<file path="src/rtl/lspc_consts.svh">
`ifndef LSPC_CONSTS_SVH
`define LSPC_CONSTS_SVH

// Clocks of CLK_24M per pixel tick
`define LSPC_PIX_DIV 4

// Pixel ticks per line
`define LSPC_LINE_PIXELS 384

// Video mode, 0 is NTSC and 1 is PAL
`define LSPC_VMODE 0

// Lines per frame follow the video mode
`define LSPC_LINES ((`LSPC_VMODE != 0) ? 312 : 264)

// First line of vertical blank
`define LSPC_VBLANK_LINE 240

// VRAM index width, 2K words
`define LSPC_VRAM_AW 11

`endif

</file>
<file path="src/rtl/lspcAutoAnim.sv">
`timescale 1ns/1ns

module lspcAutoAnim (
	input  logic       CLK_24M,
	input  logic       rstN,
	input  logic       frameStart,
	input  logic [7:0] aaSpeed,
	input  logic       aaDisable,
	output logic [2:0] aaCount
);

	logic [7:0] frameCnt;
	logic       frameStep;

	assign frameStep = frameStart && !aaDisable;

	// Tile advances every aaSpeed+1 frames
	always_ff @(posedge CLK_24M)
	begin
		if (!rstN)
		begin
			frameCnt <= '0;
			aaCount <= '0;
		end
		else if (frameStep)
		begin
			if (frameCnt == aaSpeed)
			begin
				frameCnt <= '0;
				aaCount <= aaCount + 1'b1;
			end
			else
				frameCnt <= frameCnt + 1'b1;
		end
	end

endmodule

</file>
<file path="config.mk">
export PLATFORM = sky130hd
export DESIGN_NAME = lspcAutoAnim
export DESIGN_NICKNAME = d
export VERILOG_FILES = /design/src/rtl/lspc_consts.svh /design/src/rtl/lspcAutoAnim.sv
export SDC_FILE = /design/constraint.sdc
export NUM_CORES = 1
export LEC_CHECK = 0
export ABC_AREA = 1
export ABC_CLOCK_PERIOD_IN_PS = 1350
export BUFFER_PORTS_ARGS = -buffer_cell sky130_fd_sc_hd__clkbuf_2
export CORE_MARGIN = 2
export CORE_UTILIZATION = 50
export DETAILED_ROUTE_END_ITERATION = 8
export PLACE_DENSITY = 0.77
export SYNTH_ARGS = -nofsm -noshare
export SYNTH_HDL_FRONTEND = slang
export SYNTH_SLANG_ARGS = --single-unit
</file>
<file path="constraint.sdc">
create_clock -name CLK_24M -period 1.35 [get_ports CLK_24M]
set_input_delay 0.135 -clock CLK_24M [delete_from_list [all_inputs] [get_ports CLK_24M]]
set_output_delay 0.135 -clock CLK_24M [all_outputs]
set_load 0.05 [all_outputs]
</file>
==> flow_summary.toml <==
[run_status]
run_status = "complete, no violations"

[place]
routabilityCongestion = 0.818
portBuffers = 14
dp.cells = 172
dpl.hpwl_um = 1340

[clocking]
cts_sinks = 11
clk_pin_slew_worst_paths_ns = 0.08
cts-hold-fix-buffers = 0
cts_tree = "done"
cts_buffers = 3
htree_levels = 1
root_buffer = "clkbuf_4"
clkLatencyLatePin_ns = 0.27
clockBufferDepth = 2

[pwr]
leakagePower_nw = 0.525
ir_drop_uv = 545
p_per_area_nw_per_um2 = 723
combPwrFrac = 0.149
p_switching_w = 0.000196
swShare = 0.289
power.internal_w = 0.000481
sequentialPowerShare = 0.494
clockPowerShare = 0.357

[sta]
final_max_slew_viol_count = 0
min_period_over_period = 0.902
finalSetupViolations = 0
skew_ns = 0.000400
worst_pin_slew_ns = 0.284
fmax_mhz = 821
rsz0062_at_grt = "no"
hold_viol_final = 0
tns_ns = 0
finalWorstPathRequiredPeriod_ns = 1.22
maxSlewHeadroom = 0.810

[die]
die_y_um = 44.2
core.rowCount = 14
core_um2 = 1510
die_w_um = 44.2
die_area_um2 = 1950
ioPinCount = 15
start_util = 0.536

[logic_synthesis]
seq_area_frac_synth = 0.273
synthCells = 142
synth_cell_type_count = 18
synth_nets = 156
synth.avg_cell_area_um2 = 5.68
ys_ff_latch = 11
ys_warn_count = 0
syn_area_um2 = 807

[worst_setup_path]
slowest_stage = "dfxtp_1"
path_buf_inv = 1
path_max_fanout = 5
rrSetupSlack_ns = 0.13
cp-start-kind = "flop"
cp.arrival_ns = 1.40
crit_type = "reg2reg"
cp_cell_sequence = "inv_1 -> nand2_1 -> nand2_1 -> nor2_1 -> nand2_1 -> nor2_2 -> nand3_1 -> nand2_1 -> nor2_2"
cpMostUsedCell = "nand2_1"
critPathTopFamily = "simple AND/OR/NAND/NOR gates"
critPathMaxStageDelay_ns = 0.40
cp.required_ns = 1.53
end_kind = "flop"

[drt]
avgViaCountPerCell = 4.82
wirelength_um = 1640
dr_total_vias = 848
drt-initial-drc-count = 16
drc = 0
drt_first_pass_iters = 4
post_drt_wl_per_cell_um = 9.31
ant_nets = 0

[grt]
busiest_layer = "met2"
use_met3 = 0.0245
grt_overflow = 0
track_usage = 0.194
grt.met1_usage = 0.266
met2_usage = 0.312
antenna_found_initial = 0
grt_pass1_vias = 696
grt_pass1_wl_um = 2840
grt_max_degree = 8

[min_path]
min_path_type = "in2reg"

[layout]
areaGrowthSynthToFinish_pct = 15.8
nets = 175
drive_gt1_frac = 0.244
layoutNonFillerInstCount = 176
antenna_cells = 0

[flow_run]
max_cap_viol_count = 0
[worst register-to-register path, stage by stage (launching register included)]
cell	delay (ns)
dfxtp_1	0.40
inv_1	0.09
nand2_1	0.06
nand2_1	0.05
nor2_1	0.12
nand2_1	0.08
nor2_2	0.13
nand3_1	0.09
nand2_1	0.08
nor2_2	0.03
[synth_stat cells, drive strengths merged]
master | instances | area [um^2]
nand2 | 59 | 229
inv | 34 | 128
nor2 | 16 | 77.6
dfxtp | 11 | 220
nand3 | 7 | 47.6
o21ai | 4 | 20.0
nand4 | 3 | 18.8
a21oi | 2 | 10.0
ha | 2 | 25.0
xor2 | 2 | 17.5
clkinv | 1 | 3.75
nor3 | 1 | 10.0
[cells by family (layout without fill, tap and decap cells)]
family | after synthesis | count (layout) | share of synthesized area
flops | 11 | 11 | 0.273
simple gates | 86 | 86 | 0.474
compound gates | 6 | 6 | 0.0372
xor+xnor | 2 | 2 | 0.0217
fa+ha+maj | 2 | 2 | 0.0310
buf+inv | 35 | 53 | 0.163
[final timing paths]
path | startpoint | to | cells past startpoint
worst min-delay path | rstN | aaCount[2] | 3
worst max register to register | frameCnt[1] | aaCount[0] | 9
worst max-delay path | frameCnt[1] | aaCount[0] | 9
worst min register to register | frameCnt[0] | frameCnt[0] | 2
[final cells by class]
cell class                      count  area (um^2)
Inverter                           35          131
Sequential cell                    11          225
Timing Repair Buffer               14         70.1
Multi-Input combinational cell     96          462
Tap cell                           16         20.0
Clock buffer                        4         26.3
Fill cell                         158          572
[power groups by stage]
stage | Sequential, W | Clock, W | Combinational, W
floorplan | 0.000341 | 0 | 0.0000650
global placement | 0.000341 | 0 | 0.0000964
detailed placement | 0.000341 | 0 | 0.0000995
CTS | 0.000334 | 0.000239 | 0.0000998
global route | 0.000335 | 0.000250 | 0.000117
finish | 0.000334 | 0.000241 | 0.000101
[registers in the layout, indices dropped and copies added, names as in the netlist]
register and flops:
frameCnt 8, aaCount 3
[stage by stage]
stage	setup WS [ns]	cell area (um^2)	hold WS, ns	power (W)	util
3_3_place_gp	0.111	897	0.454	0.000437	0.596
5_1_grt	0.00968	935	0.215	0.000701	0.620
4_1_cts	0.0944	923	0.172	0.000672	0.613
3_5_place_dp	0.107	897	0.458	0.000441	0.596
6_report	0.132	935	0.170	0.000676	0.620
2_1_floorplan	0.0234	807	0.256	0.000406	-
[cell usage in the layout (no fill, tap or decap)]
cell       n
o21ai_1    1
nand2_2    3
a21oi_1    2
xor2_1     2
inv_2      8
nor3_4     1
inv_1     26
nor2_1    11
o21ai_0    3
nand4_1    3
nand3_1    6
nand2_1   56
ha_1       2
clkbuf_2  14
nor2_4     1
clkbuf_1   1
nor2_2     4
clkinv_1   1
dfxtp_1    7
clkbuf_4   3
dfxtp_2    4
nand3_4    1
[routing by layer]
layer / wire (um) / vias up / part of all wire
met3: 103 / 5 / 0.063
met5: 0 / - / 0
met4: 22 / 0 / 0.013
met2: 750 / 31 / 0.46
li1: - / 454 / -
met1: 763 / 358 / 0.47
[repair_timing]
item,4_1_cts,5_1_grt
gates resized for setup,0,5
setup buffers,0,0
hold endpoints to repair,0,0
setup endpoints to repair,0,8
No activity file was read; power rests on OpenSTA's default activity.
