**config.mk**
```make
export PLATFORM = sky130hd
export DESIGN_NAME = lspcRegWrite
export DESIGN_NICKNAME = d
export VERILOG_FILES = /design/src/rtl/lspc_consts.svh /design/src/rtl/lspcPkg.sv /design/src/rtl/lspcRegWrite.sv
export SDC_FILE = /design/constraint.sdc
export NUM_CORES = 1
export LEC_CHECK = 0
export CAP_MARGIN = 0
export CORE_UTILIZATION = 55
export DETAILED_ROUTE_END_ITERATION = 8
export DONT_BUFFER_PORTS = 1
export PLACE_DENSITY = 0.75
export SLEW_MARGIN = 5
export SYNTH_ARGS = -nofsm -noshare
export SYNTH_HDL_FRONTEND = slang
export SYNTH_SLANG_ARGS = --single-unit
```
**constraint.sdc**
```tcl
create_clock -name CLK_24M -period 1.1 [get_ports CLK_24M]
set_input_delay 0.165 -clock CLK_24M [delete_from_list [all_inputs] [get_ports CLK_24M]]
set_output_delay 0.165 -clock CLK_24M [all_outputs]
set_load 0.01 [all_outputs]
```
**src/rtl/lspc_consts.svh**
```systemverilog
`ifndef LSPC_CONSTS_SVH
`define LSPC_CONSTS_SVH

// Clocks of CLK_24M per pixel tick
`define LSPC_PIX_DIV 4

// Pixel ticks per line
`define LSPC_LINE_PIXELS 384

// Video mode, 0 is NTSC and 1 is PAL
`define LSPC_VMODE 0

// Lines per frame follow the video mode
`define LSPC_LINES ((`LSPC_VMODE != 0) ? 312 : 264)

// First line of vertical blank
`define LSPC_VBLANK_LINE 240

// VRAM index width, 2K words
`define LSPC_VRAM_AW 11

`endif

```
**src/rtl/lspcPkg.sv**
```systemverilog
package lspcPkg;

	// Register index, same encoding as cpuAddr
	typedef enum logic [2:0] {
		VramAddr  = 3'd0,
		VramData  = 3'd1,
		VramMod   = 3'd2,
		LspcMode  = 3'd3,
		TimerHigh = 3'd4,
		TimerLow  = 3'd5,
		IrqAck    = 3'd6,
		TimerStop = 3'd7
	} lspcReg_e;

	// Mode word as written by the CPU
	typedef struct packed {
		logic [7:0] aaSpeed;
		logic       timerReloadZero;
		logic       timerReloadFrame;
		logic       timerLoadOnLow;
		logic       timerIrqEn;
		logic       aaDisable;
		logic [2:0] rsvd;
	} lspcModeCfg_s;

	// Same address as read back
	typedef struct packed {
		logic [8:0] rasterLine;
		logic [2:0] zero;
		logic       vmode;
		logic [2:0] aaCount;
	} lspcModeStat_s;

	typedef union packed {
		lspcModeCfg_s  cfg;
		lspcModeStat_s stat;
	} lspcMode_u;

endpackage

```
**src/rtl/lspcRegWrite.sv**
```systemverilog
`timescale 1ns/1ns

module lspcRegWrite
	import lspcPkg::*;
(
	input  logic         CLK_24M,
	input  logic         rstN,
	input  logic [2:0]   cpuAddr,
	input  logic [15:0]  cpuWrData,
	input  logic         cpuWe,
	input  logic         cpuRe,
	output logic         wrVramAddr,
	output logic         wrVramData,
	output logic         wrTimerHigh,
	output logic         wrTimerLow,
	output logic         wrIrqAck,
	output logic [15:0]  wrData,
	output lspcModeCfg_s modeCfg,
	output logic [15:0]  vramMod
);

	lspcReg_e  regSel;
	lspcMode_u modeWr;
	logic      wrVramMod;
	logic      wrLspcMode;

	assign regSel = lspcReg_e'(cpuAddr);
	assign modeWr = cpuWrData;
	assign wrData = cpuWrData;

	// Write decoder, one pulse per register
	always_comb
	begin
		wrVramAddr = 1'b0;
		wrVramData = 1'b0;
		wrVramMod = 1'b0;
		wrLspcMode = 1'b0;
		wrTimerHigh = 1'b0;
		wrTimerLow = 1'b0;
		wrIrqAck = 1'b0;
		if (cpuWe)
		begin
			case (regSel)
				VramAddr:  wrVramAddr = 1'b1;
				VramData:  wrVramData = 1'b1;
				VramMod:   wrVramMod = 1'b1;
				LspcMode:  wrLspcMode = 1'b1;
				TimerHigh: wrTimerHigh = 1'b1;
				TimerLow:  wrTimerLow = 1'b1;
				IrqAck:    wrIrqAck = 1'b1;
				// Timer stop has no effect here
				TimerStop: ;
				default:   ;
			endcase
		end
	end

	always_ff @(posedge CLK_24M)
	begin
		if (!rstN)
		begin
			modeCfg <= '0;
			vramMod <= '0;
		end
		else
		begin
			if (wrLspcMode)
				modeCfg <= modeWr.cfg;
			if (wrVramMod)
				vramMod <= cpuWrData;
		end
	end

	// Bus rule: read and write strobes are exclusive
	assert property (@(posedge CLK_24M) disable iff (!rstN) !(cpuWe && cpuRe))
		else $error("cpuWe and cpuRe asserted in the same cycle");

endmodule

```
==> summary.md <==
| Metric | Value |
|---|---|
| Reg2Reg Depth | 2 |
| Syn Nets | 170 |
| Setup bufs post-CTS | 0 |
| FF-to-FF setup slack | 0.43 ns |
| Placed Cells incl. Taps | 152 |
| Max-cap violations | 0 |
| Max Clock Skew | 0 ns |
| Max Clk Rate | 1.12 GHz |
| I/O Pins | 76 |
| CP Data Required Time | 0.94 ns |
| Peak VDD IR | 990 uV |
| Critical path class | reg2out |
| CTS tree | yes |
| Antenna violations before repair | 0 |
| Crit path time final | 0.890 ns |
| Cell taking the most area after synthesis | dfxtp_1 |
| First-pass GRT wire length | 3370 um |
| Post-route setup TNS | 0 ns |
| Worst rel slew slack | 0.759 |
| I/O Buffers | 0 |
| Wire length per cell | 13.9 um |
| Crit Path Max Fanout | 2 |
| WP data arrival | 0.72 ns |
| RSZ-0062 raised after global routing | no |
| Synth-to-Final Area Change | -4.48% |
| Max-slew violations | 0 |
| Finished Layout Cells | 159 |
| Vias post-DR | 902 |
| Ys Warns | 0 |
| Clock transition at the registers of the reported paths | 0.09 ns |
| Residual DRC | 0 |
| First-pass iteration count of the detailed router | 3 |
| Total grt overflow | 0 |
| Detailed placement HPWL | 1510 um |
| Hold crit path type | in2reg |
| R2r endpoint | vramMod[6] |
| Die Area | 0.00274 mm^2 |
| Status | finished, violations left |
| DR vias/cell | 5.67 |
| Final Hold Viols | 23 |
| HP Start | rstN |
| Total GRT Usage | 0.181 |
| Worst setup margin | 0.210 ns |
| PwrDens | 1520 mW/mm^2 |
| Hold Crit Depth | 2 |
| Clock Tree Buf Depth | 2 |
| Die height | 52.4 um |
| Starting Density | 0.607 |
| # clock sinks | 32 |
| Post-Synthesis Cell Area | 0.00140 mm^2 |
| Crit start category | register |
| Final Cycle Share | 0.809 |
| Total design power | 2.02 mW |
| Post-Syn Area per Cell | 9.49 um^2 |
| FF-to-FF Start | vramMod[6] |
| Largest net degree at the start of global routing | 49 |
| Register area share after synthesis | 0.459 |
| Filler cell count | 217 |
| Post-synth top area share | 0.459 |
| Leak | 0.580 nW |
| Place WS | 0.156 ns |
| Final number of setup-violating endpoints | 0 |
| Synth Register Bits | 32 |
| Hold EP | vramMod[9] |
| WL final | 2220 um |
| Die X | 52.4 um |
| Layout cell share with drive strength beyond 1 | 0.0687 |
| Cells after Synth | 147 |
| Root buffer cell | clkbuf_4 |
| Worst slew pin tran | 0.361 ns |
| Clk Latency, worst-skew pair | 0.32 ns |
| Num CTS Buffers | 5 |
| Row cnt | 17 |
| Post-synthesis cell type count | 15 |
| GP Congestion | 0.699 |
| First DRT Iteration DRCs | 10 |
| CP endpoint kind | primary output |
| Routed Antenna Nets | 0 |
| Failing checks | negative hold slack |
| H-tree depth | 2 |
| Post-CTS Resized | 0 |
| Nets | 154 |
| Core ar. | 0.00230 mm^2 |
| N_diodes | 0 |
| Hold slack | -0.0193 ns |
| Vias in the first global route | 876 |
| Synth area leaders | dfxtp_1, mux2i_1, nand2_1 |
-- flip-flops by register name (all words and copies together), names as in the netlist --
name,flops
vramMod,16
modeCfg,16
-- how the worst max path moves through the flow --
stage	startpoint	endpoint	slack [ns]	depth (start not counted)
2_1_floorplan	cpuAddr[2]	vramMod[2]	0.17	4
3_3_place_gp	cpuAddr[2]	vramMod[14]	0.20	3
3_5_place_dp	cpuAddr[2]	vramMod[5]	0.16	3
4_1_cts	modeCfg[9]	modeCfg[9]	0.18	0
5_1_grt	modeCfg[9]	modeCfg[9]	0.17	0
6_report	vramMod[6]	vramMod[6]	0.21	0
-- power breakdown --
| group | internal, mW | switching [mW] |
|---|---|---|
| clock | 0.362 | 0.360 |
| sequential | 1.18 | 0.0279 |
| combinational | 0.0422 | 0.0461 |
-- cell families after synthesis --
family / count (synthesis) / share of synthesized area
mux: 32 / 0.230
buf+inv: 25 / 0.136
simple gates: 58 / 0.175
flops: 32 / 0.459
-- cells in the mapped netlist (all sizes together) --
| master | number |
|---|---|
| buf | 21 |
| nand4b | 1 |
| or2b | 1 |
| mux2i | 32 |
| clkbuf | 4 |
| dfxtp | 32 |
| nor2 | 2 |
| nand2b | 1 |
| and4bb | 1 |
| nor3 | 2 |
| nand2 | 49 |
| nor3b | 1 |
-- metal layers --
| metal | share of wire | up-vias | GRT usage |
|---|---|---|---|
| met1 | 0.39 | 422 | 0.163 |
| met3 | 0.094 | 4 | 0.0609 |
| met4 | 0.014 | 0 | 0.154 |
| met5 | 0 | - | 0 |
| li1 | - | 427 | - |
| met2 | 0.50 | 49 | 0.319 |
-- metrics by stage --
step,instance area [um^2],hold slack [ns],utilization
floorplan,1400,0.327,-
global route,1330,-0.0420,0.580
global placement,1270,0.318,0.552
finish,1330,-0.0193,0.580
detailed placement,1270,0.320,0.552
CTS,1330,-0.0400,0.580
-- placed cells by master (no fill, tap or decap), drive strengths merged --
cell    instances
and4bb          1
buf             2
clkbuf          7
dfxtp          32
mux2i          32
nand2          49
nand2b          1
nand4b          1
nor2            2
nor3            2
nor3b           1
or2b            1
-- cell type report --
type,count,area (um^2),area share
clock buffer,7,65.1,0.0488
multi-input combinational,90,564,0.423
sequential,32,641,0.481
tap,28,35.0,0.0263
timing repair buffer,2,27.5,0.0207
Power figures use the tool's default switching activity.
