### config.mk
export PLATFORM = sky130hd
export DESIGN_NAME = lspcReadMux
export DESIGN_NICKNAME = d
export VERILOG_FILES = /design/src/rtl/lspcPkg.sv /design/src/rtl/lspcReadMux.sv
export VERILOG_INCLUDE_DIRS = /design/src /design/src/rtl
export SDC_FILE = /design/constraint.sdc
export NUM_CORES = 1
export LEC_CHECK = 0
export ABC_AREA = 1
export BUFFER_PORTS_ARGS = -buffer_cell sky130_fd_sc_hd__buf_2
export CORE_MARGIN = 4
export CORE_UTILIZATION = 40
export DETAILED_ROUTE_END_ITERATION = 12
export PLACE_DENSITY = 0.79
export SLEW_MARGIN = 40
export SYNTH_ARGS = -nofsm -noshare
export SYNTH_HDL_FRONTEND = slang
export SYNTH_SLANG_ARGS = --single-unit
### constraint.sdc
create_clock -name CLK_24M -period 0.98 [get_ports CLK_24M]
set_input_delay 0.196 -clock CLK_24M [delete_from_list [all_inputs] [get_ports CLK_24M]]
set_output_delay 0.196 -clock CLK_24M [all_outputs]
set_load 0.01 [all_outputs]
### src/rtl/lspc_consts.svh
`ifndef LSPC_CONSTS_SVH
`define LSPC_CONSTS_SVH

// Clocks of CLK_24M per pixel tick
`define LSPC_PIX_DIV 4

// Pixel ticks per line
`define LSPC_LINE_PIXELS 384

// Video mode, 0 is NTSC and 1 is PAL
`define LSPC_VMODE 0

// Lines per frame follow the video mode
`define LSPC_LINES ((`LSPC_VMODE != 0) ? 312 : 264)

// First line of vertical blank
`define LSPC_VBLANK_LINE 240

// VRAM index width, 2K words
`define LSPC_VRAM_AW 11

`endif

### src/rtl/lspcPkg.sv
package lspcPkg;

	// Register index, same encoding as cpuAddr
	typedef enum logic [2:0] {
		VramAddr  = 3'd0,
		VramData  = 3'd1,
		VramMod   = 3'd2,
		LspcMode  = 3'd3,
		TimerHigh = 3'd4,
		TimerLow  = 3'd5,
		IrqAck    = 3'd6,
		TimerStop = 3'd7
	} lspcReg_e;

	// Mode word as written by the CPU
	typedef struct packed {
		logic [7:0] aaSpeed;
		logic       timerReloadZero;
		logic       timerReloadFrame;
		logic       timerLoadOnLow;
		logic       timerIrqEn;
		logic       aaDisable;
		logic [2:0] rsvd;
	} lspcModeCfg_s;

	// Same address as read back
	typedef struct packed {
		logic [8:0] rasterLine;
		logic [2:0] zero;
		logic       vmode;
		logic [2:0] aaCount;
	} lspcModeStat_s;

	typedef union packed {
		lspcModeCfg_s  cfg;
		lspcModeStat_s stat;
	} lspcMode_u;

endpackage

### src/rtl/lspcReadMux.sv
`timescale 1ns/1ns
`include "lspc_consts.svh"

module lspcReadMux
	import lspcPkg::*;
(
	input  logic        CLK_24M,
	input  logic        rstN,
	input  logic [2:0]  cpuAddr,
	input  logic        cpuRe,
	input  logic [15:0] vramRdData,
	input  logic [15:0] vramMod,
	input  logic [8:0]  rasterLine,
	input  logic [2:0]  aaCount,
	output logic [15:0] cpuRdData,
	output logic        cpuRdValid
);

	lspcReg_e    regSel;
	lspcMode_u   modeRd;
	logic [15:0] rdSel;

	assign regSel = lspcReg_e'(cpuAddr);

	// Status view of the mode address
	always_comb
	begin
		modeRd.stat.rasterLine = rasterLine;
		modeRd.stat.zero = '0;
		modeRd.stat.vmode = (`LSPC_VMODE != 0);
		modeRd.stat.aaCount = aaCount;
	end

	always_comb
	begin
		case (regSel)
			VramAddr, VramData: rdSel = vramRdData;
			VramMod:            rdSel = vramMod;
			LspcMode:           rdSel = modeRd;
			default:            rdSel = '0;
		endcase
	end

	always_ff @(posedge CLK_24M)
	begin
		if (!rstN)
			cpuRdValid <= 1'b0;
		else
			cpuRdValid <= cpuRe;
	end

	// Word held until the next read
	always_ff @(posedge CLK_24M)
	begin
		if (cpuRe)
			cpuRdData <= rdSel;
	end

endmodule

==> flow_summary.json, run 1 <==
{
  "synth_top_area_share_pct": 51.7,
  "start_util_pct": 42.0,
  "synth_top_cell_by_area": "edfxtp_1",
  "clk_pin_slew_ps": 90,
  "nFillCells": 203,
  "critPathRequiredTime_ps": 780,
  "maxCapViolations": 0,
  "drtAntennaViolNets": 0,
  "crit_chain": "buf_2",
  "worst_slew_pin_slew_ps": 346,
  "syn-instance-count": 91,
  "drt-total-wl_mm": 2.64,
  "die_x_um": 56.2,
  "hp-class": "in2reg",
  "power_density_mw_per_mm2": 1190,
  "grt_pass1_wl_mm": 4.22,
  "rsz0062_at_grt": "true",
  "setup_viol": 16,
  "synth.distinct_cells": 13,
  "path_max_fanout": 1,
  "die_area_mm2": 0.00316,
  "cts_tree": "done",
  "gp_congestion": 0.826,
  "synth_fp_nets": 141,
  "relSlewSlack_pct": 76.9,
  "track_usage_pct": 17.1,
  "layout.nets": 212,
  "ir_drop_v": 0.000640,
  "cts_root_buf": "clkbuf_4",
  "ys_seq_area_share_pct": 53.8,
  "cts.sinks": 17,
  "synth-warning-count": 0,
  "netlist_area_um2": 930,
  "synth-seq-cells": 17,
  "outcome": "finished with violations",
  "ioPinCount": 67,
  "cts-hold-fix-buffers": 0,
  "drv_slew": 0,
  "end_kind": "output pin",
  "grt_pass1_vias": 955,
  "wl_per_cell_um": 13.9,
  "cpLargestDelayFamily": "flip-flops",
  "arrival_ps": 840,
  "clockBufferDepth": 2,
  "fp-row-count": 17,
  "hold_slack_ps": 79.2,
  "synth_area_leaders": "edfxtp_1, nand4_1, nand3_2",
  "dpl.hpwl_mm": 2.16,
  "p_leak_nw": 0.675,
  "n_antenna_cell": 0,
  "drt_iter0_markers": 31,
  "post-route-period-util_pct": 106,
  "numCtsBuffers": 3,
  "area_delta_synth_final_pct": 47.0,
  "io_buffers": 66,
  "cts_setup_buffers": 0,
  "slowest_stage": "edfxtp_1",
  "drc": 0,
  "vias_per_cell": 5.16,
  "max_clock_freq_mhz": 966,
  "tns_ps": -352,
  "worst_slack_ps": -55.4,
  "drive_gt1_share_pct": 55.3,
  "grt_max_degree": 21,
  "vias": 976,
  "die_h_um": 56.2,
  "first_pass_iters": 4,
  "final.min_clock_period_ps": 1040,
  "antenna_found_initial": 0,
  "cp_slowest_stage_delay_ps": 400,
  "grt-ovfl-total": 0,
  "violations": "negative setup slack",
  "core_mm2": 0.00221,
  "layout_common_cells": "buf_2, nand4_1, edfxtp_1",
  "critPathKind": "reg2out",
  "start_kind": "flop",
  "cts_resized": 0,
  "critPathBufInv": 1,
  "layout_commonest_cell": "buf_2",
  "htreeDepth": 1,
  "syn_area_per_cell_um2": 10.2,
  "fin_util_pct": 61.8,
  "hold_viol": 0
}
==> area by class of cell <==
class	instances	area [um^2]	share of cell area (%)
flip-flops and latches	17	500	36.6
repair buffers	74	428	31.3
inverters	7	26.3	1.92
well taps	28	35.0	2.56
multi-input cells	59	350	25.6
clock buffers	4	26.3	1.92
==> layer usage <==
layer / track usage (%) / routed length (um) / vias up
met5: 0 / 0 / -
met4: 9.15 / 48 / 0
met3: 2.32 / 223 / 5
met2: 30.2 / 1420 / 56
met1: 19.8 / 945 / 434
li1: - / - / 481
==> path summary, 6_finish.rpt <==
kind,startpoint,to,slack [ps],depth (start not counted)
worst max-delay path,cpuRdData[8]$_DFFE_PP_,cpuRdData[8],-60,1
worst min-delay path,rstN,cpuRdValid$_SDFF_PN0_,80,3
==> report_power, final <==
group / switching (mW) / internal (mW)
registers: 0.0157 / 0.866
logic: 0.197 / 0.182
clock network: 0.207 / 0.158
==> cells by family (layout without fill, tap and decap cells) <==
| kind of cell | Yosys count | in the layout | synth area share (%) |
|---|---|---|---|
| AOI/OAI and AO/OA | 4 | 4 | 2.15 |
| buffers and inverters | 15 | 85 | 8.48 |
| DFF | 17 | 17 | 53.8 |
| and+or+nand+nor | 55 | 55 | 35.5 |
==> stage by stage <==
stage	power [mW]	std cells	instance area, um^2	worst slack [ps]
final	1.63	189	1370	-55.4
after global routing	1.72	189	1370	-116
after CTS	1.64	189	1370	-72.4
after detailed placement	1.28	185	1340	-25.9
after global placement	1.26	185	1340	15.1
after floorplan	1.05	91	930	88.3
==> sequential cells by signal, summed over array words and instances (netlist names) <==
name / cells
cpuRdData: 16
cpuRdValid: 1
==> cells in the mapped netlist <==
| cell type | instances |
|---|---|
| nand3_1 | 7 |
| nor2_4 | 1 |
| buf_6 | 2 |
| inv_1 | 6 |
| inv_2 | 1 |
| dfxtp_1 | 1 |
| o21ai_0 | 4 |
| edfxtp_1 | 16 |
| buf_2 | 6 |
| nand4_1 | 24 |
| nand2_1 | 13 |
| nand3_2 | 6 |
| nand2_2 | 4 |
(Power assumes the default switching activity.)
==> run 2: changes to the inputs <==
- ABC_AREA: 1 -> not set
- CORE_UTILIZATION: 40 -> 39
- PLACE_DENSITY: 0.79 -> 0.78
==> run 2 against run 1 <==
  * The flow still finishes with violations (negative setup slack)
  * Non-clock buffer count down 6
  * Setup slack improved by 13 ps
  * Sequential power about the same
  * Via count fell by 15%
  * Final area is 7.1% lower
  * Combinational power down 9.7%
  * Hold slack better by 40 ps
  * Critical path type unchanged
  * Critical endpoint is now cpuRdData[12]
  * Largest power group unchanged
==> flow_summary.json, run 2 <==
{
  "end_kind": "output pin",
  "cpLargestDelayFamily": "flip-flops",
  "die_x_um": 55.8,
  "maxCapViolations": 0,
  "hold_slack_ps": 119,
  "nFillCells": 189,
  "worst_slew_pin_slew_ps": 352,
  "tns_ps": -353,
  "fin_util_pct": 57.9,
  "fp-row-count": 17,
  "busiest_layer": "met2",
  "track_usage_pct": 14.3,
  "core_mm2": 0.00219,
  "clk_pin_slew_ps": 90,
  "drt_iter0_markers": 28,
  "critPathBufInv": 1,
  "io_buffers": 66,
  "drc": 0,
  "numCtsBuffers": 3,
  "grt_pass1_vias": 789,
  "die_h_um": 55.8,
  "finalInstanceArea_mm2": 0.00127,
  "async_flop_share_pct": 0,
  "cts_tree": "done",
  "worst_slack_ps": -42.8,
  "drt-total-wl_mm": 2.24,
  "syn_area_per_cell_um2": 12.2,
  "setup_viol": 15,
  "synth-warning-count": 0,
  "synth.distinct_cells": 14,
  "die_area_mm2": 0.00311,
  "regMostFlops": "cpuRdData",
  "syn-instance-count": 73,
  "outcome": "finished with violations",
  "synth_most_common_cell": "edfxtp_1",
  "synth_area_leaders": "edfxtp_1, mux2i_1, a211oi_1",
  "ioPinCount": 67,
  "vias_per_cell": 4.98,
  "layout.nets": 189,
  "final.min_clock_period_ps": 1020,
  "post-route-period-util_pct": 104,
  "synth_fp_nets": 123,
  "netlist_area_um2": 891,
  "synth-seq-cells": 17,
  "rsz0062_at_grt": "true",
  "grt-ovfl-total": 0,
  "gp_congestion": 0.796,
  "cts.sinks": 17,
  "grt_use_met2_pct": 23.6,
  "pre_cts_ws_ps": -75.2,
  "slowest_stage": "edfxtp_1",
  "violations": "negative setup slack",
  "antenna_found_initial": 0,
  "layout_common_cells": "buf_2, edfxtp_1, mux2i_1, nor2_1, a211oi_1",
  "layout_commonest_cell": "buf_2",
  "start_util_pct": 40.7,
  "clockBufferDepth": 2,
  "cts_root_buf": "clkbuf_4",
  "p_total_mw": 1.58,
  "reg.largest.list": "cpuRdData x16, cpuRdValid x1",
  "synth_top_cell_by_area": "edfxtp_1",
  "grt_pass1_wl_mm": 3.51,
  "hold_viol": 0,
  "path_max_fanout": 1,
  "use_met3_pct": 2.55,
  "synth_ff_type": "edfxtp_1",
  "hp-class": "in2reg",
  "synth_top_area_share_pct": 53.9,
  "ys_seq_area_share_pct": 56.2,
  "crit_chain": "buf_2",
  "cts_setup_buffers": 0,
  "largest_register_ffs": 16,
  "stdcell_count": 166,
  "ir_drop_v": 0.000589,
  "drv_slew": 0,
  "wl_per_cell_um": 13.5,
  "power_density_mw_per_mm2": 1250,
  "p_leak_nw": 0.590,
  "htreeDepth": 1,
  "area_delta_synth_final_pct": 42.4,
  "vias": 826,
  "grt_max_degree": 33,
  "gr-usage-met1_pct": 17.2,
  "first_pass_iters": 4,
  "cts-hold-fix-buffers": 0,
  "n_antenna_cell": 0,
  "max_clock_freq_mhz": 978,
  "arrival_ps": 830,
  "critPathRequiredTime_ps": 780,
  "synth_edf_count": 16,
  "cp_slowest_stage_delay_ps": 390,
  "drtAntennaViolNets": 0,
  "relSlewSlack_pct": 76.5,
  "synthTopCellsByCount": "edfxtp_1, a211oi_1, mux2i_1, nor2_1",
  "dp_cells": 162,
  "drive_gt1_share_pct": 51.4,
  "place_area_mm2": 0.00124,
  "start_kind": "flop",
  "critPathKind": "reg2out",
  "dpl.hpwl_mm": 1.78
}
run 2: cell count changes after synthesis, moves of 6 or more:
cell      change
inv_1         -6
nand3_1       -7
nor2_1       +12
a211oi_1     +12
mux2i_1      +12
nand3_2       -6
nand2_1      -13
nand4_1      -24
run 2: metal layers:
metal	up-vias	share of wire [%]
li1	405	-
met5	-	0
met4	0	2.1
met2	40	50
met3	4	7.4
met1	377	40
run 2: logic make-up (layout without fill, tap and decap cells):
logic type	Yosys count	after routing	synth area share (%)
simple gates	21	21	11.9
buf+inv	7	72	6.04
compound gates	16	16	12.4
mux	12	12	13.5
flops	17	17	56.2
run 2: final cells by class:
class                   count  area [um^2]  area share [%]
repair buffers             68          370            29.2
multi-input cells          49          337            26.5
flip-flops and latches     17          500            39.4
well taps                  28         35.0            2.76
clock buffers               4         26.3            2.07
run 2: final timing paths:
path                  slack (ps)                    end                    start  depth (start not counted)
worst max-delay path         -40          cpuRdData[12]  cpuRdData[12]$_DFFE_PP_                          1
worst min-delay path         120  cpuRdValid$_SDFF_PN0_                     rstN                          2
run 2: report_power, final:
part	leakage [nW]	switching, mW	internal (mW)	total [mW]
Combinational	0.413	0.166	0.177	0.343
Clock	0.0150	0.203	0.158	0.361
Sequential	0.163	0.0162	0.864	0.880
Total	0.590	0.385	1.20	1.58
run 2: repair_timing:
item / 4_1_cts / 5_1_grt
hold endpoints to repair: 0 / 0
resized for setup: 0 / 0
endpoints found under the setup margin: 16 / 16
==> run 3: changes to the inputs <==
==> constraint.sdc (replaced) <==
create_clock -name CLK_24M -period 0.98 [get_ports CLK_24M]
set_input_delay 0.049 -clock CLK_24M [delete_from_list [all_inputs] [get_ports CLK_24M]]
set_output_delay 0.049 -clock CLK_24M [all_outputs]
set_load 0.01 [all_outputs]
==> run 3 against run 2 <==
  * The run now ends clean
  * Global-route usage grew 0.31 points
  * Wire length rose by 1.0%
  * Non-clock buffer count up 1
  * Critical endpoint unchanged
  * Sequential power about the same
  * Hold slack improved by 6.5 ps
  * Final cell count is 0.60% higher
  * Combinational power increased by 1%
  * Clock power is 4% lower
  * Die area is the same
  * Critical path depth did not move
==> flow_summary.json, run 3 (synthesis gave the netlist of run 2 again) <==
{
  "cts_root_buf": "clkbuf_4",
  "cpLargestDelayFamily": "flip-flops",
  "grt_pass1_wl_mm": 3.60,
  "start_kind": "flop",
  "largest_register_ffs": 16,
  "cts-hold-fix-buffers": 1,
  "arrival_ps": 830,
  "cts_tree": "done",
  "maxCapViolations": 0,
  "reg.largest.list": "cpuRdData x16, cpuRdValid x1",
  "critPathKind": "reg2out",
  "clk_pin_slew_ps": 90,
  "drt-total-wl_mm": 2.26,
  "clockBufferDepth": 2,
  "max_clock_freq_mhz": 1140,
  "p_total_mw": 1.58,
  "post-route-period-util_pct": 89.8,
  "crit_chain": "buf_2",
  "cts_resized": 0,
  "setup_viol": 0,
  "outcome": "completed",
  "final.min_clock_period_ps": 880,
  "cts_setup_buffers": 0,
  "core_mm2": 0.00219,
  "vias": 817,
  "cts.sinks": 17,
  "path_max_fanout": 1,
  "nFillCells": 196,
  "drtAntennaViolNets": 0,
  "regMostFlops": "cpuRdData",
  "hold_viol": 0,
  "fin_util_pct": 58.4,
  "dpl.hpwl_mm": 1.83,
  "rsz0062_at_grt": "false",
  "worst_slew_pin_slew_ps": 354,
  "hp-class": "in2reg",
  "die_area_mm2": 0.00311,
  "io_buffers": 66,
  "antenna_found_initial": 0,
  "critPathBufInv": 1,
  "vias_per_cell": 4.89,
  "drive_gt1_share_pct": 51.8,
  "layout_commonest_cell": "buf_2",
  "power_density_mw_per_mm2": 1230,
  "drt_iter0_markers": 21,
  "start_util_pct": 40.7,
  "cp_slowest_stage_delay_ps": 400,
  "wl_per_cell_um": 13.6,
  "track_usage_pct": 14.6,
  "grt_pass1_vias": 815,
  "numCtsBuffers": 3,
  "drv_slew": 0,
  "place_area_mm2": 0.00124,
  "n_antenna_cell": 0,
  "grt-ovfl-total": 0,
  "critPathRequiredTime_ps": 930,
  "tns_ps": 0,
  "htreeDepth": 1,
  "fp-row-count": 17,
  "layout.nets": 190,
  "ioPinCount": 67,
  "area_delta_synth_final_pct": 43.7,
  "die_h_um": 55.8,
  "finalInstanceArea_mm2": 0.00128,
  "die_x_um": 55.8,
  "layout_common_cells": "buf_2, edfxtp_1, mux2i_1, nor2_1, a211oi_1",
  "gp_congestion": 0.791,
  "p_leak_nw": 0.597,
  "drc": 0,
  "slowest_stage": "edfxtp_1",
  "end_kind": "output pin",
  "first_pass_iters": 4,
  "grt_max_degree": 33,
  "relSlewSlack_pct": 76.4,
  "ir_drop_v": 0.000481
}
## run 3: cell count changes in the layout (fill, tap and decap cells not counted)
cell / change
dlygate4sd3_1: +1
clkinv_2: +1
clkbuf_1: -1
## run 3: power by group
| part | internal, mW | switching [mW] |
|---|---|---|
| sequential | 0.864 | 0.0164 |
| combinational | 0.180 | 0.169 |
| clock | 0.151 | 0.197 |
| total | 1.19 | 0.382 |
## run 3: layout make-up
type | instances | area (um^2) | area share (%)
Clock buffer | 3 | 22.5 | 1.76
Timing Repair Buffer | 69 | 380 | 29.7
Clock inverter | 1 | 5.00 | 0.391
Multi-Input combinational cell | 49 | 337 | 26.3
Sequential cell | 17 | 500 | 39.1
Tap cell | 28 | 35.0 | 2.74
## run 3: worst paths after layout
check	startpoint	to	slack, ps	depth (start not counted)
worst max-delay path	cpuRdData[12]$_DFFE_PP_	cpuRdData[12]	100	1
worst min-delay path	vramRdData[6]	cpuRdData[6]$_DFFE_PP_	130	3
## run 3: through the flow
step | setup slack (ps) | std cells | hold slack, ps
global placement | 116 | 162 | 261
finish | 99.8 | 167 | 126
CTS | 90.3 | 167 | 114
floorplan | 175 | 73 | 161
global route | 63.9 | 167 | 122
detailed placement | 45.2 | 162 | 292
## run 3: layer usage
layer	up-vias	global-route usage, %	wire length, um
met5	-	0	0
met3	0	2.32	160
met2	33	25.3	1200
met4	0	7.29	0
met1	377	17.2	903
li1	407	-	-
