[src/rtl/lspc_consts.svh]
`ifndef LSPC_CONSTS_SVH
`define LSPC_CONSTS_SVH

// Clocks of CLK_24M per pixel tick
`define LSPC_PIX_DIV 4

// Pixel ticks per line
`define LSPC_LINE_PIXELS 384

// Video mode, 0 is NTSC and 1 is PAL
`define LSPC_VMODE 0

// Lines per frame follow the video mode
`define LSPC_LINES ((`LSPC_VMODE != 0) ? 312 : 264)

// First line of vertical blank
`define LSPC_VBLANK_LINE 240

// VRAM index width, 2K words
`define LSPC_VRAM_AW 11

`endif

[src/rtl/lspcPkg.sv]
package lspcPkg;

	// Register index, same encoding as cpuAddr
	typedef enum logic [2:0] {
		VramAddr  = 3'd0,
		VramData  = 3'd1,
		VramMod   = 3'd2,
		LspcMode  = 3'd3,
		TimerHigh = 3'd4,
		TimerLow  = 3'd5,
		IrqAck    = 3'd6,
		TimerStop = 3'd7
	} lspcReg_e;

	// Mode word as written by the CPU
	typedef struct packed {
		logic [7:0] aaSpeed;
		logic       timerReloadZero;
		logic       timerReloadFrame;
		logic       timerLoadOnLow;
		logic       timerIrqEn;
		logic       aaDisable;
		logic [2:0] rsvd;
	} lspcModeCfg_s;

	// Same address as read back
	typedef struct packed {
		logic [8:0] rasterLine;
		logic [2:0] zero;
		logic       vmode;
		logic [2:0] aaCount;
	} lspcModeStat_s;

	typedef union packed {
		lspcModeCfg_s  cfg;
		lspcModeStat_s stat;
	} lspcMode_u;

endpackage

[src/rtl/lspcRasterTimer.sv]
`timescale 1ns/1ns
`include "lspc_consts.svh"

module lspcRasterTimer
	import lspcPkg::*;
(
	input  logic         CLK_24M,
	input  logic         rstN,
	input  logic         wrTimerHigh,
	input  logic         wrTimerLow,
	input  logic         wrIrqAck,
	input  logic [15:0]  wrData,
	input  lspcModeCfg_s modeCfg,
	output logic [8:0]   rasterLine,
	output logic         frameStart,
	output logic [1:0]   ipl
);

	localparam int DivW = $clog2(`LSPC_PIX_DIV);

	logic [DivW-1:0] pixDiv;
	logic            pixTick;
	logic [8:0]      pixelCnt;
	logic            lineEnd;
	logic [15:0]     reloadHigh;
	logic [15:0]     reloadLow;
	logic [31:0]     reloadVal;
	logic [31:0]     timerCnt;
	logic            timerExpire;
	logic            resetPend;
	logic            timerPend;
	logic            vblankPend;

	// Pixel tick every fourth clock
	assign pixTick = (pixDiv == DivW'(`LSPC_PIX_DIV - 1));
	assign lineEnd = pixTick && (pixelCnt == 9'(`LSPC_LINE_PIXELS - 1));

	always_ff @(posedge CLK_24M)
	begin
		if (!rstN)
		begin
			pixDiv <= '0;
			pixelCnt <= '0;
			rasterLine <= '0;
		end
		else
		begin
			pixDiv <= pixTick ? '0 : pixDiv + 1'b1;
			if (lineEnd)
			begin
				pixelCnt <= '0;
				if (rasterLine == 9'(`LSPC_LINES - 1))
					rasterLine <= '0;
				else
					rasterLine <= rasterLine + 1'b1;
			end
			else if (pixTick)
				pixelCnt <= pixelCnt + 1'b1;
		end
	end

	// First tick of the vblank line
	assign frameStart = pixTick && (pixelCnt == '0) &&
		(rasterLine == 9'(`LSPC_VBLANK_LINE));

	always_ff @(posedge CLK_24M)
	begin
		if (wrTimerHigh)
			reloadHigh <= wrData;
		if (wrTimerLow)
			reloadLow <= wrData;
	end

	assign reloadVal = {reloadHigh, reloadLow};
	assign timerExpire = pixTick && modeCfg.timerIrqEn && (timerCnt == '0);

	// CPU load beats frame reload beats counting
	always_ff @(posedge CLK_24M)
	begin
		if (!rstN)
			timerCnt <= '0;
		else if (wrTimerLow && modeCfg.timerLoadOnLow)
			timerCnt <= {reloadHigh, wrData};
		else if (frameStart && modeCfg.timerReloadFrame)
			timerCnt <= reloadVal;
		else if (pixTick && modeCfg.timerIrqEn)
		begin
			if (timerCnt == '0 && modeCfg.timerReloadZero)
				timerCnt <= reloadVal;
			else
				timerCnt <= timerCnt - 1'b1;
		end
	end

	// Pending flags, a new event wins over an ack in the same cycle
	always_ff @(posedge CLK_24M)
	begin
		if (!rstN)
		begin
			resetPend <= 1'b1;
			timerPend <= 1'b0;
			vblankPend <= 1'b0;
		end
		else
		begin
			if (wrIrqAck && wrData[0])
				resetPend <= 1'b0;
			if (timerExpire)
				timerPend <= 1'b1;
			else if (wrIrqAck && wrData[1])
				timerPend <= 1'b0;
			if (frameStart)
				vblankPend <= 1'b1;
			else if (wrIrqAck && wrData[2])
				vblankPend <= 1'b0;
		end
	end

	always_comb
	begin
		if (resetPend)
			ipl = 2'd3;
		else if (timerPend)
			ipl = 2'd2;
		else if (vblankPend)
			ipl = 2'd1;
		else
			ipl = 2'd0;
	end

	assert property (@(posedge CLK_24M) disable iff (!rstN) rasterLine < 9'(`LSPC_LINES))
		else $error("rasterLine out of range: %0d", rasterLine);

endmodule

[config.mk]
export PLATFORM = sky130hd
export DESIGN_NAME = lspcRasterTimer
export DESIGN_NICKNAME = d
export VERILOG_FILES = /design/src/rtl/lspcPkg.sv /design/src/rtl/lspcRasterTimer.sv
export VERILOG_INCLUDE_DIRS = /design/src /design/src/rtl
export SDC_FILE = /design/constraint.sdc
export NUM_CORES = 1
export LEC_CHECK = 0
export ABC_AREA = 0
export BUFFER_PORTS_ARGS = -buffer_cell sky130_fd_sc_hd__clkbuf_2
export CORE_MARGIN = 3
export CORE_UTILIZATION = 50
export DETAILED_ROUTE_END_ITERATION = 10
export PLACE_DENSITY = 0.7
export SYNTH_ARGS = -nofsm -noshare
export SYNTH_HDL_FRONTEND = slang
export SYNTH_SLANG_ARGS = --single-unit
export TNS_END_PERCENT = 1
[constraint.sdc]
create_clock -name CLK_24M -period 3.2 [get_ports CLK_24M]
set_clock_uncertainty 0.1 [all_clocks]
set_input_delay 0.64 -clock CLK_24M [delete_from_list [all_inputs] [get_ports CLK_24M]]
set_output_delay 0.64 -clock CLK_24M [all_outputs]
set_load 0.03 [all_outputs]
==> flow_results.xml, run 1 <==
<?xml version="1.0" encoding="UTF-8"?>
<metrics>
  <group name="pwr">
    <metric name="power" unit="W">0.00254</metric>
    <metric name="power.density_cell_area" unit="nW/µm²">522</metric>
    <metric name="worst_ir_drop_vdd" unit="mV">0.338</metric>
    <metric name="p_leak" unit="nW">1.76</metric>
  </group>
  <group name="clock_tree">
    <metric name="clock_sink_count" unit="">87</metric>
    <metric name="holdBufCountCts" unit="">0</metric>
    <metric name="cts-resized-gates" unit="">0</metric>
    <metric name="clk_transition_reported_paths" unit="ns">0.09</metric>
    <metric name="clock-root-buffer" unit="">clkbuf_8</metric>
    <metric name="cts_tree" unit="">done</metric>
    <metric name="cts_inserted_buffers" unit="">9</metric>
    <metric name="post-cts-setup-buffer-count" unit="">0</metric>
    <metric name="cts-htree-levels" unit="">3</metric>
    <metric name="cts.path.max_buffers" unit="">2</metric>
    <metric name="clk_latency" unit="ns">0.36</metric>
  </group>
  <group name="worst_hold_path">
    <metric name="worst_hold_path.num_cells" unit="">1</metric>
    <metric name="hold_class" unit="">register to register</metric>
  </group>
  <group name="global_route">
    <metric name="antenna_violations_before_repair" unit="">0</metric>
    <metric name="met2_usage" unit="%">34.2</metric>
    <metric name="grt_first_pass_wirelength" unit="µm">18100</metric>
    <metric name="gr-max-usage-layer" unit="">met2</metric>
    <metric name="grt_max_degree" unit="">28</metric>
    <metric name="number_of_global_route_vias_before_repair" unit="">3526</metric>
    <metric name="grt_remaining_overflow" unit="">0</metric>
    <metric name="groute.layer.met1.usage" unit="%">33.6</metric>
    <metric name="global_route.usage.met3" unit="%">3.40</metric>
    <metric name="globalRouteTotalUtil" unit="%">23.0</metric>
  </group>
  <group name="placement">
    <metric name="gpl.final_weighted_congestion" unit="">0.907</metric>
    <metric name="dpl.cell_count" unit="">591</metric>
    <metric name="detailed_place_hpwl" unit="µm">7590</metric>
    <metric name="placement.io_buffers" unit="">36</metric>
  </group>
  <group name="routing">
    <metric name="drt_wl_total" unit="µm">11000</metric>
    <metric name="routed_via_count" unit="">3764</metric>
    <metric name="wire_per_inst" unit="µm">18.1</metric>
    <metric name="drt_pass1_iterations" unit="">5</metric>
    <metric name="remaining_drc_errors" unit="">0</metric>
    <metric name="viasPerCell" unit="">6.20</metric>
    <metric name="antenna_left" unit="">0</metric>
    <metric name="starting_drt_drc_count" unit="">237</metric>
  </group>
  <group name="setup_path">
    <metric name="cp.depth" unit="">6</metric>
    <metric name="worst-r2r-cell-count" unit="">6</metric>
    <metric name="end_kind" unit="">register</metric>
    <metric name="worstSetupPathType" unit="">register to register</metric>
    <metric name="critical_path_peak_fanout" unit="">16</metric>
    <metric name="cp-start-kind" unit="">register</metric>
    <metric name="critPathRequiredTime" unit="ns">3.37</metric>
    <metric name="critical_path_buf_inv_count" unit="">0</metric>
    <metric name="worstPathCellList" unit="">or4_4, or3_1, or4_1, o21ai_4, a31oi_1, a221oi_1</metric>
    <metric name="slowest_cell_delay_on_critical_path" unit="ns">0.67</metric>
    <metric name="crit_slowest_cell" unit="">or4_1</metric>
    <metric name="arrival" unit="ns">3.10</metric>
    <metric name="cpLargestDelayFamily" unit="">simple AND/OR/NAND/NOR gates</metric>
  </group>
  <group name="yosys">
    <metric name="synth_area" unit="µm²">4310</metric>
    <metric name="postSynthRegisterBits" unit="">87</metric>
    <metric name="synth.most_common_cell" unit="">dfxtp_1</metric>
    <metric name="synth.top_cells.by_count" unit="">dfxtp_1 (55), nor2_1 (39), a21oi_1 (37), edfxtp_1 (32), nand2_1 (30)</metric>
    <metric name="netlist.area_leader.share" unit="%">25.5</metric>
    <metric name="post_synth.cell_area_avg" unit="µm²">9.54</metric>
    <metric name="synthArstFlopShare" unit="%">0</metric>
    <metric name="synth_nets" unit="">495</metric>
    <metric name="synthCells" unit="">452</metric>
    <metric name="synth_enable_flop_cells" unit="">32</metric>
    <metric name="ys_seq_area_share" unit="%">47.8</metric>
    <metric name="synth_flop_cell" unit="">dfxtp_1</metric>
    <metric name="synthesis.yosys.warnings" unit="">0</metric>
    <metric name="yosys.area.top_type" unit="">dfxtp_1</metric>
    <metric name="synth.distinct_cells" unit="">60</metric>
    <metric name="yosys-top-cells-area" unit="">dfxtp_1 (26%), edfxtp_1 (22%), a21oi_1 (4.3%), nor2_1 (3.4%), nor4_1 (2.8%)</metric>
  </group>
  <group name="sta">
    <metric name="report.final.setup_viol" unit="">0</metric>
    <metric name="hold_slack" unit="ns">0.338</metric>
    <metric name="fin_setup_tns" unit="ns">0</metric>
    <metric name="final.period_utilization" unit="%">91.7</metric>
    <metric name="tightestPinTransition" unit="ns">0.748</metric>
    <metric name="post_layout_min_period" unit="ns">2.94</metric>
    <metric name="finalMaxSlewViolations" unit="">0</metric>
    <metric name="timing.slew.headroom" unit="%">50.1</metric>
    <metric name="grt_setup_unrepaired" unit="">false</metric>
    <metric name="hold_violations_final" unit="">0</metric>
    <metric name="upper_clock_frequency_limit" unit="GHz">0.341</metric>
  </group>
  <group name="layout">
    <metric name="num_antenna_cells" unit="">0</metric>
    <metric name="number_of_nets_in_the_layout" unit="">540</metric>
    <metric name="instances_no_fill" unit="">607</metric>
    <metric name="fin_util" unit="%">58.7</metric>
    <metric name="drive_gt1_share" unit="%">17.1</metric>
    <metric name="syn_to_final_growth" unit="%">13.0</metric>
  </group>
  <group name="floorplanning">
    <metric name="chipWidth" unit="µm">98.9</metric>
    <metric name="die_height" unit="µm">98.9</metric>
    <metric name="io_pins" unit="">49</metric>
    <metric name="start_util" unit="%">52.0</metric>
    <metric name="core.rowCount" unit="">33</metric>
    <metric name="die_area" unit="µm²">9780</metric>
    <metric name="core_area" unit="µm²">8300</metric>
  </group>
  <group name="outcome">
    <metric name="outcome" unit="">finished clean</metric>
  </group>
  <group name="flow_run">
    <metric name="max-cap-violations" unit="">0</metric>
  </group>
</metrics>
==> area by class of cell <==
class,count,area [µm²]
fill,696,3430
multi-input combinational,326,2070
sequential,87,2060
timing repair buffer,56,330
clock buffer,13,190
tap,105,131
inverter,17,63.8
clock inverter,3,22.5
==> layout by cell type, fill, tap and decap left out, types with 3 or more instances in the layout <==
| master | netlist | layout |
|---|---|---|
| dfxtp_1 | 55 | 55 |
| nor2_1 | 39 | 39 |
| a21oi_1 | 37 | 36 |
| clkbuf_2 | 0 | 36 |
| edfxtp_1 | 32 | 32 |
| nand2_1 | 30 | 30 |
| buf_4 | 0 | 20 |
| nor4_1 | 19 | 19 |
| nand4_1 | 18 | 18 |
| o21ai_0 | 17 | 17 |
| inv_1 | 16 | 16 |
| a31oi_1 | 15 | 15 |
| nor3_1 | 13 | 13 |
| xor2_1 | 13 | 13 |
| xnor2_1 | 12 | 12 |
| clkbuf_8 | 0 | 12 |
| nand3_1 | 11 | 11 |
| o21ai_1 | 9 | 9 |
| mux2i_1 | 9 | 9 |
| or3_1 | 6 | 6 |
| or4_1 | 6 | 6 |
| ha_1 | 6 | 6 |
| a221oi_1 | 5 | 5 |
| o221ai_1 | 5 | 5 |
| or2_2 | 4 | 4 |
| o21a_1 | 4 | 4 |
| a211oi_1 | 3 | 3 |
| o31a_1 | 3 | 3 |
==> where the power goes <==
group          total (W)  switching, W  internal, W
registers        0.00128     0.0000568      0.00122
logic           0.000467      0.000276     0.000191
clock network   0.000799      0.000404     0.000395
==> sequential cells by signal, summed over array words and instances, names as in the netlist <==
name and flops:
resetPend 1, reloadLow 16, rasterLine 9, reloadHigh 16, pixDiv 2, timerPend 1
pixelCnt 9, vblankPend 1, timerCnt 32
==> worst paths after layout <==
path | start | end | slack (ns)
max | timerCnt[9] | timerCnt[8] | 0.26
min | pixDiv[0] | pixDiv[0] | 0.34
max reg2reg | timerCnt[9] | timerCnt[8] | 0.26
min reg2reg | pixDiv[0] | pixDiv[0] | 0.34
==> metrics by stage <==
stage / setup slack (ns) / area, µm²
final: 0.265 / 4870
after CTS: 0.262 / 4870
after global routing: 0.149 / 4870
after floorplan: 0.566 / 4310
after global placement: 0.317 / 4660
after detailed placement: 0.290 / 4660
==> per-layer routing <==
layer  wire length, µm  vias up  share of wire [%]
met1              5100     1800                 46
met3               647       21                5.9
met5                 0        -                  0
met2              5000      145                 46
li1                  -     1798                  -
met4               233        0                2.1
==> worst reg2reg max path, cell delays in order (launching register included) <==
cell	delay, ns
dfxtp_1	0.38
or4_4	0.59
or3_1	0.39
or4_1	0.67
o21ai_4	0.33
a31oi_1	0.16
a221oi_1	0.24
==> cell families after synthesis <==
kind of cell	after synthesis	synth area share (%)
xor+xnor	25	5.08
fa+ha+maj	6	1.74
mux	9	2.09
buf+inv	39	4.23
simple gates	170	21.9
compound gates	116	17.2
flops	87	47.8
Note: power is estimated with default switching activity, not from simulation.
==> run 2, diff against run 1 <==
CORE_MARGIN = 2   (was 3)
CORE_UTILIZATION = 45   (was 50)
CTS_BUF_LIST = sky130_fd_sc_hd__clkbuf_8   (was not set)
PLACE_DENSITY = 0.64   (was 0.7)
==> flow_results.xml, run 2 (same netlist as run 1, synthesis figures left out) <==
<?xml version="1.0" encoding="UTF-8"?>
<metrics>
  <group name="outcome">
    <metric name="outcome" unit="">finished clean</metric>
  </group>
  <group name="sta">
    <metric name="tightestPinTransition" unit="ns">1.26</metric>
    <metric name="post_layout_min_period" unit="ns">3.05</metric>
    <metric name="timing.slew.headroom" unit="%">15.9</metric>
    <metric name="finalMaxSlewViolations" unit="">0</metric>
    <metric name="report.final.setup_viol" unit="">0</metric>
    <metric name="fin_setup_tns" unit="ns">0</metric>
    <metric name="final.period_utilization" unit="%">95.3</metric>
    <metric name="postLayoutSetupSlackWorst" unit="ns">0.152</metric>
    <metric name="upper_clock_frequency_limit" unit="GHz">0.328</metric>
    <metric name="grt_setup_unrepaired" unit="">false</metric>
    <metric name="hold_violations_final" unit="">0</metric>
  </group>
  <group name="layout">
    <metric name="syn_to_final_growth" unit="%">14.3</metric>
    <metric name="regs_by_ff_count" unit="">timerCnt x32, reloadHigh x16, reloadLow x16</metric>
    <metric name="number_of_nets_in_the_layout" unit="">541</metric>
    <metric name="registers.top_by_ff_count" unit="">timerCnt</metric>
    <metric name="final_cell_mix" unit="">dfxtp_1 (55), nor2_1 (39), a21oi_1 (36), clkbuf_2 (36), edfxtp_1 (32)</metric>
    <metric name="n_fill_cell" unit="">909</metric>
    <metric name="layout_commonest_cell" unit="">dfxtp_1</metric>
    <metric name="largest_reg_flops" unit="">32</metric>
    <metric name="drive_gt1_share" unit="%">17.1</metric>
    <metric name="num_antenna_cells" unit="">0</metric>
  </group>
  <group name="clock_tree">
    <metric name="cts_tree" unit="">done</metric>
    <metric name="cts-htree-levels" unit="">3</metric>
    <metric name="clock-root-buffer" unit="">clkbuf_8</metric>
    <metric name="holdBufCountCts" unit="">0</metric>
    <metric name="clock_sink_count" unit="">87</metric>
    <metric name="cts-resized-gates" unit="">0</metric>
    <metric name="clk_transition_reported_paths" unit="ns">0.09</metric>
    <metric name="clk_latency" unit="ns">0.37</metric>
    <metric name="cts.path.max_buffers" unit="">2</metric>
    <metric name="post-cts-setup-buffer-count" unit="">0</metric>
    <metric name="cts_inserted_buffers" unit="">9</metric>
  </group>
  <group name="routing">
    <metric name="wire_per_inst" unit="µm">17.8</metric>
    <metric name="routed_via_count" unit="">3739</metric>
    <metric name="antenna_left" unit="">0</metric>
    <metric name="drt_pass1_iterations" unit="">5</metric>
    <metric name="remaining_drc_errors" unit="">0</metric>
    <metric name="viasPerCell" unit="">5.92</metric>
    <metric name="starting_drt_drc_count" unit="">193</metric>
    <metric name="drt_wl_total" unit="µm">11200</metric>
  </group>
  <group name="placement">
    <metric name="detailed_place_hpwl" unit="µm">7700</metric>
    <metric name="placement.io_buffers" unit="">36</metric>
    <metric name="preCtsSetupSlack" unit="ns">0.187</metric>
    <metric name="gpl.final_weighted_congestion" unit="">0.872</metric>
  </group>
  <group name="setup_path">
    <metric name="crit_slowest_cell" unit="">or4_1</metric>
    <metric name="cp-start-kind" unit="">register</metric>
    <metric name="arrival" unit="ns">3.21</metric>
    <metric name="critical_path_peak_fanout" unit="">16</metric>
    <metric name="end_kind" unit="">register</metric>
    <metric name="critPathRequiredTime" unit="ns">3.37</metric>
    <metric name="critical_path_buf_inv_count" unit="">0</metric>
    <metric name="slowest_cell_delay_on_critical_path" unit="ns">0.68</metric>
    <metric name="worstPathCellList" unit="">or4_4, or3_1, or4_1, o21ai_4, a31oi_1, a221oi_1</metric>
    <metric name="cpLargestDelayFamily" unit="">simple AND/OR/NAND/NOR gates</metric>
    <metric name="worstSetupPathType" unit="">register to register</metric>
  </group>
  <group name="floorplanning">
    <metric name="io_pins" unit="">49</metric>
    <metric name="chipWidth" unit="µm">102</metric>
    <metric name="core.rowCount" unit="">35</metric>
    <metric name="die_height" unit="µm">102</metric>
    <metric name="start_util" unit="%">46.5</metric>
    <metric name="core_area" unit="µm²">9280</metric>
    <metric name="die_area" unit="µm²">10400</metric>
  </group>
  <group name="global_route">
    <metric name="globalRouteTotalUtil" unit="%">23.0</metric>
    <metric name="grt_max_degree" unit="">29</metric>
    <metric name="antenna_violations_before_repair" unit="">0</metric>
    <metric name="number_of_global_route_vias_before_repair" unit="">3598</metric>
    <metric name="grt_first_pass_wirelength" unit="µm">18400</metric>
    <metric name="grt_remaining_overflow" unit="">0</metric>
  </group>
  <group name="pwr">
    <metric name="p_leak" unit="nW">1.78</metric>
    <metric name="power.density_cell_area" unit="nW/µm²">531</metric>
    <metric name="worst_ir_drop_vdd" unit="mV">0.246</metric>
  </group>
  <group name="flow_run">
    <metric name="max-cap-violations" unit="">0</metric>
  </group>
  <group name="worst_hold_path">
    <metric name="hold_class" unit="">register to register</metric>
  </group>
</metrics>
run 2: path summary, 6_finish.rpt:
path	slack [ns]	cells past startpoint	start	to
setup reg to reg	0.15	6	timerCnt[9]	timerCnt[8]
hold / removal	0.35	1	pixDiv[0]	pixDiv[0]
hold reg to reg	0.35	1	pixDiv[0]	pixDiv[0]
setup / recovery	0.15	6	timerCnt[9]	timerCnt[8]
run 2: area by class of cell:
class	count	area, µm²	area share [%]
multi-input cells	326	2070	42.0
well taps	129	161	3.27
clock inverters	6	83.8	1.70
repair buffers	57	350	7.10
flip-flops and latches	87	2060	41.8
clock buffers	10	138	2.79
inverters	17	63.8	1.29
run 2: power by group:
part | switching (W) | leakage (nW) | internal, W
combinational | 0.000279 | 0.902 | 0.000192
sequential | 0.0000542 | 0.761 | 0.00122
clock | 0.000416 | 0.118 | 0.000461
run 2: metal layers:
metal	vias to the layer above	track usage (%)	routed length (µm)
li1	1800	-	-
met1	1768	32.3	5060
met2	151	35.5	5200
met3	20	3.83	786
met4	0	9.23	205
met5	-	0	0
run 2: per-stage QoR:
step           hold WS [ns]  cell area, µm²  utilization [%]  power [W]  std cells
2_1_floorplan         0.304            4310                -    0.00160        452
3_3_place_gp          0.315            4710             50.7    0.00175        616
3_5_place_dp          0.327            4710             50.7    0.00176        616
4_1_cts               0.348            4930             53.1    0.00263        632
5_1_grt               0.374            4930             53.1    0.00274        632
6_report              0.348            4930             53.1    0.00262        632
